[config.mk]
export PLATFORM = sky130hd
export DESIGN_NAME = sort_engine
export DESIGN_NICKNAME = d
export VERILOG_FILES = /design/src/hdl/sort_pkg.sv /design/src/hdl/apb_lane_loader.sv /design/src/hdl/bitonic_sorter.sv /design/src/hdl/sort_result_store.sv /design/src/hdl/sort_engine.sv
export VERILOG_INCLUDE_DIRS = /design/src /design/src/include
export SDC_FILE = /design/constraint.sdc
export NUM_CORES = 2
export LEC_CHECK = 0
export ABC_AREA = 1
export BUFFER_PORTS_ARGS = -buffer_cell sky130_fd_sc_hd__buf_2
export CAP_MARGIN = 15
export CORE_ASPECT_RATIO = 1.25
export CORE_MARGIN = 2
export CORE_UTILIZATION = 35
export CTS_CLUSTER_DIAMETER = 40
export CTS_CLUSTER_SIZE = 12
export DETAILED_ROUTE_END_ITERATION = 12
export PLACE_DENSITY = 0.46
export SLEW_MARGIN = 40
export SYNTH_ARGS = -nofsm -noshare
export SYNTH_HDL_FRONTEND = slang
export SYNTH_SLANG_ARGS = --single-unit
[constraint.sdc]
create_clock -name xif -period 2.8 [get_ports xif]
set_input_delay 0.42 -clock xif [delete_from_list [all_inputs] [get_ports xif]]
set_output_delay 0.42 -clock xif [all_outputs]
set_load 0.02 [all_outputs]
[src/include/sort_regs.svh]
// ~~~~~~~~~~~~~~~~~~~~
// Sort engine register map
// APB byte offsets and field positions
// ~~~~~~~~~~~~~~~~~~~~

`ifndef SORT_REGS_SVH
`define SORT_REGS_SVH

`define REG_CTRL         (8'h00)
`define REG_COUNT        (8'h04)
`define REG_LANE_BASE    (8'h40)   // Lane i at base + 4*i
`define REG_RESULT_BASE  (8'h80)   // Sorted position i at base + 4*i

`define CTRL_START_BIT   0
`define COUNT_MSB        7
`define KEY_MSB          15
`define TAG_LSB          16
`define TAG_MSB          23

`endif

[src/hdl/sort_pkg.sv]
// ~~~~~~~~~~~~~~~~~~~~
// Sort engine package
// APB bus types and default engine sizes
// ~~~~~~~~~~~~~~~~~~~~

package sort_pkg;

    typedef logic [7:0]  addr_t;      // APB byte address
    typedef logic [31:0] apb_data_t;

    // Requester side of one APB slave port
    typedef struct packed {
        logic      psel;
        logic      penable;
        logic      pwrite;
        addr_t     paddr;
        apb_data_t pwdata;
    } apb_req_t;

    // Completer side
    typedef struct packed {
        apb_data_t prdata;
        logic      pready;
        logic      pslverr;
    } apb_rsp_t;

    // Lane count must be a power of two, 16 at most
    localparam int DEFAULT_LANES  = 8;
    localparam int DEFAULT_DATA_W = 16;  // Key bits, 16 at most

endpackage

[src/hdl/apb_lane_loader.sv]
// ~~~~~~~~~~~~~~~~~~~~
// APB lane loader
// Holds the lane keys written over APB and turns a start
// write on the control register into a launch pulse
// ~~~~~~~~~~~~~~~~~~~~

`include "sort_regs.svh"

module apb_lane_loader #(
    parameter int LANES  = sort_pkg::DEFAULT_LANES,
    parameter int DATA_W = sort_pkg::DEFAULT_DATA_W,
    localparam int TAG_W = $clog2(LANES)
) (
    input  logic                           xif,
    input  logic                           rst_n,
    input  sort_pkg::apb_req_t             apb_req,
    output logic                           wr_err,
    output logic                           launch_valid,
    output logic [LANES-1:0][DATA_W-1:0]   launch_keys
);

    import sort_pkg::*;

    typedef logic [DATA_W-1:0] key_t;
    typedef logic [TAG_W-1:0]  lane_idx_t;

    key_t [LANES-1:0] lane_q;
    addr_t            lane_off;
    lane_idx_t        lane_idx;
    logic             access_wr;
    logic             is_ctrl;
    logic             is_lane;
    logic             start;

    // Write access phase only
    assign access_wr = apb_req.psel & apb_req.penable & apb_req.pwrite;

    assign lane_off = apb_req.paddr - `REG_LANE_BASE;
    assign lane_idx = lane_off[TAG_W+1:2];

    assign is_ctrl = (apb_req.paddr == `REG_CTRL);
    assign is_lane = (apb_req.paddr >= `REG_LANE_BASE) &&
                     (lane_off < addr_t'(4 * LANES)) &&
                     (lane_off[1:0] == 2'b00);

    assign start  = access_wr & is_ctrl & apb_req.pwdata[`CTRL_START_BIT];
    assign wr_err = access_wr & ~(is_ctrl | is_lane);

    // Lane register file
    always_ff @(posedge xif or negedge rst_n) begin
        if (!rst_n) begin
            lane_q <= '0;
        end else if (access_wr && is_lane) begin
            for (int i = 0; i < LANES; i++) begin
                if (lane_idx == lane_idx_t'(i)) begin
                    lane_q[i] <= apb_req.pwdata[DATA_W-1:0];
                end
            end
        end
    end

    // Launch one cycle after the start write
    always_ff @(posedge xif or negedge rst_n) begin
        if (!rst_n) begin
            launch_valid <= 1'b0;
        end else begin
            launch_valid <= start;
        end
    end

    // No lane write can share a cycle with the start write,
    // so the live register file is what gets launched
    assign launch_keys = lane_q;

    // Start writes need a setup cycle in between
    ast_launch_single : assert property (
        @(posedge xif) disable iff (!rst_n)
        launch_valid |=> !launch_valid
    );

endmodule

[src/hdl/bitonic_sorter.sv]
// ~~~~~~~~~~~~~~~~~~~~
// Bitonic sorter
// Registered Batcher network, one vector per cycle,
// origin tags and a valid bit travel with the keys
// ~~~~~~~~~~~~~~~~~~~~

module bitonic_sorter #(
    parameter int LANES  = 8,
    parameter int DATA_W = 16,
    localparam int TAG_W  = $clog2(LANES),
    localparam int STAGES = (TAG_W * (TAG_W + 1)) / 2
) (
    input  logic                          xif,
    input  logic                          rst_n,
    input  logic                          in_valid,
    input  logic [LANES-1:0][DATA_W-1:0]  in_keys,
    output logic                          out_valid,
    output logic [LANES-1:0][DATA_W-1:0]  out_keys,
    output logic [LANES-1:0][TAG_W-1:0]   out_tags
);

    typedef logic [DATA_W-1:0] key_t;
    typedef logic [TAG_W-1:0]  tag_t;

    key_t key_d [1:STAGES][LANES];
    tag_t tag_d [1:STAGES][LANES];
    key_t key_q [1:STAGES][LANES];
    tag_t tag_q [1:STAGES][LANES];

    logic [STAGES:1] vld_q;
    logic            sorted_ok;

    for (genvar p = 1; p <= TAG_W; p++) begin : g_merge
        localparam bit LAST = (p == TAG_W);
        for (genvar q = p; q >= 1; q--) begin : g_step
            localparam int ST   = ((p - 1) * p) / 2 + (p - q) + 1;
            localparam int DIST = 1 << (q - 1);
            for (genvar i = 0; i < LANES; i++) begin : g_lane
                if ((i ^ DIST) > i) begin : g_pair
                    localparam int  J   = i ^ DIST;
                    localparam bit  ASC = LAST || ((i & (1 << p)) == 0);
                    key_t a_key, b_key, lo_key, hi_key;
                    tag_t a_tag, b_tag, lo_tag, hi_tag;
                    logic swap;

                    if (ST == 1) begin : g_src_in
                        assign a_key = in_keys[i];
                        assign b_key = in_keys[J];
                        assign a_tag = tag_t'(i);    // Origin lane
                        assign b_tag = tag_t'(J);
                    end else begin : g_src_pipe
                        assign a_key = key_q[ST-1][i];
                        assign b_key = key_q[ST-1][J];
                        assign a_tag = tag_q[ST-1][i];
                        assign b_tag = tag_q[ST-1][J];
                    end

                    // Ascending pair first
                    assign swap   = (b_key < a_key);
                    assign lo_key = swap ? b_key : a_key;
                    assign hi_key = swap ? a_key : b_key;
                    assign lo_tag = swap ? b_tag : a_tag;
                    assign hi_tag = swap ? a_tag : b_tag;

                    // Merge direction from the lane bit
                    assign key_d[ST][i] = ASC ? lo_key : hi_key;
                    assign key_d[ST][J] = ASC ? hi_key : lo_key;
                    assign tag_d[ST][i] = ASC ? lo_tag : hi_tag;
                    assign tag_d[ST][J] = ASC ? hi_tag : lo_tag;
                end
            end
        end
    end

    always_ff @(posedge xif) begin
        key_q <= key_d;
        tag_q <= tag_d;
    end

    always_ff @(posedge xif or negedge rst_n) begin
        if (!rst_n) begin
            vld_q <= '0;
        end else begin
            vld_q[1] <= in_valid;
            for (int s = 2; s <= STAGES; s++) begin
                vld_q[s] <= vld_q[s-1];
            end
        end
    end

    assign out_valid = vld_q[STAGES];

    always_comb begin
        for (int i = 0; i < LANES; i++) begin
            out_keys[i] = key_q[STAGES][i];
            out_tags[i] = tag_q[STAGES][i];
        end
    end

    always_comb begin
        sorted_ok = 1'b1;
        for (int i = 1; i < LANES; i++) begin
            if (out_keys[i] < out_keys[i-1]) begin
                sorted_ok = 1'b0;
            end
        end
    end

    // Whole network must deliver ascending order
    ast_out_sorted : assert property (
        @(posedge xif) disable iff (!rst_n)
        out_valid |-> sorted_ok
    );

endmodule

[src/hdl/sort_result_store.sv]
// ~~~~~~~~~~~~~~~~~~~~
// Sort result store
// Keeps the newest sorted vector with its tags,
// counts completions and answers APB reads
// ~~~~~~~~~~~~~~~~~~~~

`include "sort_regs.svh"

module sort_result_store #(
    parameter int LANES  = sort_pkg::DEFAULT_LANES,
    parameter int DATA_W = sort_pkg::DEFAULT_DATA_W,
    localparam int TAG_W = $clog2(LANES)
) (
    input  logic                          xif,
    input  logic                          rst_n,
    input  logic                          in_valid,
    input  logic [LANES-1:0][DATA_W-1:0]  in_keys,
    input  logic [LANES-1:0][TAG_W-1:0]   in_tags,
    input  sort_pkg::apb_req_t            apb_req,
    output sort_pkg::apb_data_t           prdata,
    output logic                          rd_err
);

    import sort_pkg::*;

    typedef logic [DATA_W-1:0]     key_t;
    typedef logic [TAG_W-1:0]      tag_t;
    typedef logic [`COUNT_MSB:0]   count_t;

    key_t [LANES-1:0] res_key_q;
    tag_t [LANES-1:0] res_tag_q;
    count_t           count_q;
    addr_t            res_off;
    tag_t             res_idx;
    logic             access_rd;
    logic             is_count;
    logic             is_result;

    // Newer results overwrite older ones
    always_ff @(posedge xif or negedge rst_n) begin
        if (!rst_n) begin
            res_key_q <= '0;
            res_tag_q <= '0;
            count_q   <= '0;
        end else if (in_valid) begin
            res_key_q <= in_keys;
            res_tag_q <= in_tags;
            count_q   <= count_q + 1'b1;   // Wraps at 256
        end
    end

    assign access_rd = apb_req.psel & apb_req.penable & ~apb_req.pwrite;

    assign res_off = apb_req.paddr - `REG_RESULT_BASE;
    assign res_idx = res_off[TAG_W+1:2];

    assign is_count  = (apb_req.paddr == `REG_COUNT);
    assign is_result = (apb_req.paddr >= `REG_RESULT_BASE) &&
                       (res_off < addr_t'(4 * LANES)) &&
                       (res_off[1:0] == 2'b00);

    assign rd_err = access_rd & ~(is_count | is_result);

    always_comb begin
        prdata = '0;
        if (access_rd && is_count) begin
            prdata = apb_data_t'(count_q);
        end else if (access_rd && is_result) begin
            // Key low, origin tag at TAG_LSB
            prdata = apb_data_t'(res_key_q[res_idx]) |
                     (apb_data_t'(res_tag_q[res_idx]) << `TAG_LSB);
        end
    end

    // Count moves only on a completed sort
    ast_count_on_valid : assert property (
        @(posedge xif) disable iff (!rst_n)
        (count_q != $past(count_q)) |-> $past(in_valid)
    );

endmodule

[src/hdl/sort_engine.sv]
// ~~~~~~~~~~~~~~~~~~~~
// Sort engine top
// APB lane loader, bitonic sorter and result store
// in a three stage pipeline behind one APB slave port
// ~~~~~~~~~~~~~~~~~~~~

module sort_engine #(
    parameter int LANES  = sort_pkg::DEFAULT_LANES,
    parameter int DATA_W = sort_pkg::DEFAULT_DATA_W
) (
    input  logic               xif,
    input  logic               rst_n,
    input  sort_pkg::apb_req_t apb_req,
    output sort_pkg::apb_rsp_t apb_rsp
);

    import sort_pkg::*;

    localparam int TAG_W = $clog2(LANES);

    logic                          launch_valid;
    logic [LANES-1:0][DATA_W-1:0]  launch_keys;
    logic                          sort_valid;
    logic [LANES-1:0][DATA_W-1:0]  sort_keys;
    logic [LANES-1:0][TAG_W-1:0]   sort_tags;
    apb_data_t                     rd_data;
    logic                          wr_err;
    logic                          rd_err;

    apb_lane_loader #(.LANES(LANES), .DATA_W(DATA_W)) loader_i (
        .xif          (xif),
        .rst_n        (rst_n),
        .apb_req      (apb_req),
        .wr_err       (wr_err),
        .launch_valid (launch_valid),
        .launch_keys  (launch_keys)
    );

    bitonic_sorter #(.LANES(LANES), .DATA_W(DATA_W)) sorter_i (
        .xif       (xif),
        .rst_n     (rst_n),
        .in_valid  (launch_valid),
        .in_keys   (launch_keys),
        .out_valid (sort_valid),
        .out_keys  (sort_keys),
        .out_tags  (sort_tags)
    );

    sort_result_store #(.LANES(LANES), .DATA_W(DATA_W)) store_i (
        .xif      (xif),
        .rst_n    (rst_n),
        .in_valid (sort_valid),
        .in_keys  (sort_keys),
        .in_tags  (sort_tags),
        .apb_req  (apb_req),
        .prdata   (rd_data),
        .rd_err   (rd_err)
    );

    // No wait states
    assign apb_rsp.pready  = 1'b1;
    assign apb_rsp.prdata  = rd_data;
    assign apb_rsp.pslverr = wr_err | rd_err;

endmodule

=== Word-level counts from Yosys, hierarchy flattened ===
Cells that the tools add are included.

* Input bits: 45
* Logic and storage cells: 298
* Output and inout port bits: 34
* Bits in registers: 1207

* Bitwise logic cells: 14
* $lt $le $gt $ge: 29
* Reduce and logical (&&, ||, !) cells: 19
* Multiplexer cells: 102
* Eq/ne operators: 8
* Add/sub/neg operators: 3

{| class="wikitable"
|+ Operators by type and width
! kind !! count
|-
| 16-bit 2-to-1 mux || 49
|-
| 16-bit less-than comparator || 24
|-
| 3-bit 2-to-1 mux || 41
|-
| 32-bit 2-to-1 mux || 2
|-
| 16-bit binary-select mux with 3-bit select || 1
|-
| 16-bit by 19-bit OR with 19-bit output || 1
|-
| 8-bit by 6-bit less-than comparator with 1-bit output, second input constant || 2
|-
| 2-bit AND reduction || 8
|-
| 3-bit == test, second input constant || 4
|-
| 3-bit binary-select mux with 3-bit select || 1
|-
| 8-bit by 1-bit adder with 8-bit output, second input constant || 1
|-
| 8-bit by 3-bit == test with 1-bit output, second input constant || 1
|-
| 8-bit by 7-bit greater-or-equal comparator with 1-bit output, second input constant || 1
|-
| 8-bit greater-or-equal comparator, second input constant || 1
|-
| 8-bit logical NOT || 1
|-
| 1-bit 2-to-1 mux || 8
|-
| 8-bit by 7-bit subtractor with 8-bit output, second input constant || 1
|-
| 8-bit subtractor, second input constant || 1
|-
| 1-bit AND || 7
|-
| 1-bit logical AND || 7
|-
| 3-bit by 2-bit == test with 1-bit output, second input constant || 2
|-
| 2-bit logical NOT || 2
|-
| 3-bit by 4-bit less-than comparator with 1-bit output, second input constant || 1
|-
| 3-bit by 1-bit == test with 1-bit output, second input constant || 1
|-
| 3 further kinds || 7
|}

=== Depth between registers and ports, before layout ===
* Word-level depth: 8
* Depth in mapped cells: 14
* Gate-level depth less buffers: 12

=== Hierarchy ===
A second synthesis with hierarchy kept.

* Cell total of the unflattened synthesis: 6924
* Area total of the unflattened synthesis: 53038.4 um^2

{| class="wikitable"
|+ By module, submodules not included
! module !! cells each !! instances !! area an instance (um^2)
|-
| bitonic_sorter || 5278 || 1 || 39645.5
|-
| sort_result_store || 1028 || 1 || 7847.5
|-
| apb_lane_loader || 613 || 1 || 5522.8
|-
| sort_engine || 5 || 1 || 22.5
|}

=== Least setup slack after synthesis ===
No wires, ideal clock.

* Kind: input to output
* Start: in apb_req[36] (netlist bit)
* End: out apb_rsp[3] (netlist bit)
* Cell stages on the path: 6
* Data arrival time: 1533 ps
* Path buffers: 1
* Setup slack: 847 ps
* Cells stage by stage: clkbuf_1 nor2_1 nand3_1 nor3_2 nand2_1 o21ai_1

{| class="wikitable"
|+ RTL lines
! what !! RTL line !! RTL
|-
| start: declaration || sort_engine.sv:13 || <nowiki>input sort_pkg::apb_req_t apb_req,</nowiki>
|-
| end: declaration || sort_engine.sv:14 || <nowiki>output sort_pkg::apb_rsp_t apb_rsp</nowiki>
|}

=== Worst setup path after layout ===
* Start: reg sorter_i.key_q (netlist bit sorter_i.g_merge[3].g_step[3].g_lane[0].g_pair.a_key[15])
* End: reg sorter_i.key_q (netlist bit sorter_i.g_merge[3].g_step[2].g_lane[4].g_pair.a_key[4])

* Longest elaborated chain between the ends: 2

{| class="wikitable"
|+ RTL lines
! what !! RTL line !! RTL
|-
| start: declaration || bitonic_sorter.sv:27 || <nowiki>key_t key_q [1:STAGES][LANES];</nowiki>
|-
| start signal: assignment || bitonic_sorter.sv:76 || <nowiki>key_q <= key_d;</nowiki>
|-
| 16-bit less-than comparator || bitonic_sorter.sv:59 || <nowiki>assign swap = (b_key < a_key);</nowiki>
|-
| 16-bit 2-to-1 mux || bitonic_sorter.sv:61 || <nowiki>assign hi_key = swap ? a_key : b_key;</nowiki>
|-
| net sorter_i.g_merge[3].g_step[3].g_lane[0].g_pair.hi_key[4] || bitonic_sorter.sv:42 || <nowiki>key_t a_key, b_key, lo_key, hi_key;</nowiki>
|}

The timed path passes the listed nets, and every way through them passes these cells.
A chain may end at the register's enable or synchronous reset.

==> out/metrics.cfg <==
[clocking]
cts_root_buf = clkbuf_16
cts_buffers = 164
h-tree-depth = 4
clock_sinks = 1175
path_clk_slew_ns = 0.06
ctsLongestPathBuffers = 3
cts_tree = done
clk_latency_ns = 0.79
cts_resized = 0

[synth]
synthTopCellsByCount = nand2_1, nand3_1, dfxtp_1
synth.avg_cell_area_sq_um = 7.77
yosys.area_share.simple = 0.291
yosys.area.top_type = dfxtp_1
synth_top_family_by_area = simple AND/OR/NAND/NOR gates
synth_seq_cells = 1175
yosysWarnings = 0
yosys.area.top_type_share = 0.340
synth.distinct_cells = 41
synthFlopType = dfxtp_1
synth_xor_area_frac = 0.00118
synth_area_leaders = dfxtp_1, nand2_1, dfrtp_1
synth.yosys.seq_area_share = 0.483
async_flop_share = 0.251
synthMuxAreaShare = 0
synth-compound-area-share = 0.0570
synth_area_sq_um = 51800
synth_edf_count = 0
synthAdderAreaFrac = 0.0872
yosysMostFrequentCell = nand2_1
synth_cells = 6667

[critical_path]
crit_arrival_ns = 3.29
worstSetupPathType = register to register
endpoint_kind = register
cpMostUsedCell = nand2_1
cp_max_fo = 38
crit_required_ns = 3.48
reg2reg_depth = 9
slowest_delay_ns = 0.62
worstPathBufferInverterCount = 2
crit_chain = inv_1 -> ha_1 -> nand4_1 -> nor3_1 -> nand2_2 -> nand2_1 -> buf_12 -> nand2_1 -> nand2_1
critical_path_depth = 9
worst_setup_path_start_kind = register
cp_top_family = simple AND/OR/NAND/NOR gates
r2r_slack_ns = 0.19
crit_slowest_cell = nor3_1

[timing]
rsz0062_at_grt = false
finalCritPeriodShare = 0.932
finalSetupViolations = 0
fmax_ghz = 0.383
min_period_ns = 2.61
worstMarginPinSlew_ns = 0.757
max-slew-margin-rel = 0.492
slew_violations = 0
layout_setup_ws_ns = 0.190
finClkSkew_ns = 0.0188
hold_slack_ns = 0.0871
finalHoldViolCount = 0
setup_tns_ns = 0

[min_path]
hold_path.class = input pin to register

[global_routing]
grt_pass1_wl_microns = 238000
globalRoute.totalOverflow = 0
grt_pass1_vias = 39600
track_usage = 0.206
grt_max_degree = 175
antenna_found_initial = 5

[power]
leakagePower_nw = 28.9
vdd_drop_max_mv = 1.41
power_density_nw_per_um2 = 976

[finish]
post-route-util = 0.404
n_antenna_cell = 0
n_fill_cell = 14800
num-nets-final = 7081
drive_gt1_frac = 0.0815
area_growth_pct = 14.6

[placed_design]
dp_slack_ns = 0.232
routabilityCongestion = 0.903
io_buffers = 48
dp_hpwl_microns = 120000

[detailed_routing]
drt-pass1-iter-count = 5
routed_wl_microns = 154000
drc = 0
drtIter0Drc = 2440
wl_per_cell_microns = 17.6
vias_per_cell = 4.67
vias = 40700
final_antenna_net_count = 0

[floorplan]
initial_core_util = 0.353
dieArea_sq_um = 151000
io_pins = 79
core_sq_um = 147000
die_h_microns = 434
row_count = 157
die_w_microns = 348

[flow_run]
max-cap-violations = 0

[run_status]
status = finished, final reports clean

[registers in the layout, indices dropped and copies added (netlist names), 24 cells and up]
| signal | flops |
|---|---|
| sorter_i.g_merge.g_step.g_lane.g_pair.a_tag | 44 |
| sorter_i.out_keys | 128 |
| store_i.res_tag_q | 24 |
| store_i.res_key_q | 128 |
| sorter_i.out_tags | 24 |
| sorter_i.g_merge.g_step.g_lane.g_pair.b_key | 320 |
| loader_i.launch_keys | 128 |
| sorter_i.g_merge.g_step.g_lane.g_pair.b_tag | 44 |
| sorter_i.g_merge.g_step.g_lane.g_pair.a_key | 320 |
[worst min path at each step]
| stage | start | to | slack, ns | depth (start not counted) |
|---|---|---|---|---|
| after detailed placement | sorter_i.vld_q[4] | sorter_i.vld_q[5] | 0.34 | 0 |
| after global routing | apb_req[39] | loader_i.launch_valid | 0.1 | 6 |
| after floorplan | rst_n | loader_i.launch_keys[0] | 0.12 | 0 |
| final | apb_req[39] | loader_i.launch_valid | 0.09 | 6 |
| after CTS | apb_req[39] | loader_i.launch_valid | 0.009 | 6 |
| after global placement | sorter_i.vld_q[3] | sorter_i.vld_q[4] | 0.34 | 0 |
[cells in the final DEF, fill, tap and decap left out, drive strengths merged, types with 30 or more instances in the layout]
master	netlist	layout
a21oi	169	169
nor3	30	30
nor2	66	66
dfxtp	880	880
buf	244	162
clkbuf	91	208
inv	633	668
nand2	2622	2622
ha	361	361
o2111ai	36	36
nand3	905	905
dfrtp	295	295
clkinv	1	39
o21ai	280	280
[where the power goes]
part / leakage [nW] / internal [mW] / switching, mW
sequential: 11.2 / 18.6 / 1.29
clock: 2.71 / 12.5 / 8.19
combinational: 14.9 / 4.25 / 13.1
[timing repair]
action | 4_1_cts | 5_1_grt
buffers inserted | 0 | 0
hold buffers | 3 | 0
hold endpoints to repair | 71 | 0
[layout make-up]
cell class	instances	area, sq um	area share
clock buffer	208	4480	0.0755
clock inverter	95	1080	0.0181
inverter	634	2380	0.0401
multi-input combinational	4535	22700	0.383
sequential	1175	25000	0.421
tap	1908	2390	0.0402
timing repair buffer	165	1300	0.0219
[through the flow]
stage	std cells	power [mW]	instance area [sq um]
global route	8720	61.4	59300
detailed placement	8414	37.7	53800
floorplan	6679	33.1	51800
global placement	8414	37.4	53800
CTS	8720	58.6	59300
finish	8720	57.9	59300
[kinds of logic (layout without fill, tap and decap cells)]
group           Yosys count  count (layout)
buf+inv                 969            1102
simple gates           3639            3639
compound gates          514             514
other cells               2              14
fa+ha+maj               361             361
flops                  1175            1175
xor+xnor                  7               7
[worst register-to-register path: stages (launching register included)]
cell     delay (ns)
dfxtp_1        0.35
inv_1          0.05
ha_1           0.31
nand4_1        0.17
nor3_1         0.62
nand2_2        0.30
nand2_1        0.19
buf_12         0.22
nand2_1        0.10
nand2_1        0.19
[per-layer routing]
metal	track usage	vias to the layer above	part of all wire
met5	0	-	0
met3	0.0304	315	0.035
met1	0.242	18500	0.42
met2	0.356	660	0.48
li1	-	21200	-
met4	0.126	0	0.065
No activity file was read; power rests on OpenSTA's default activity.
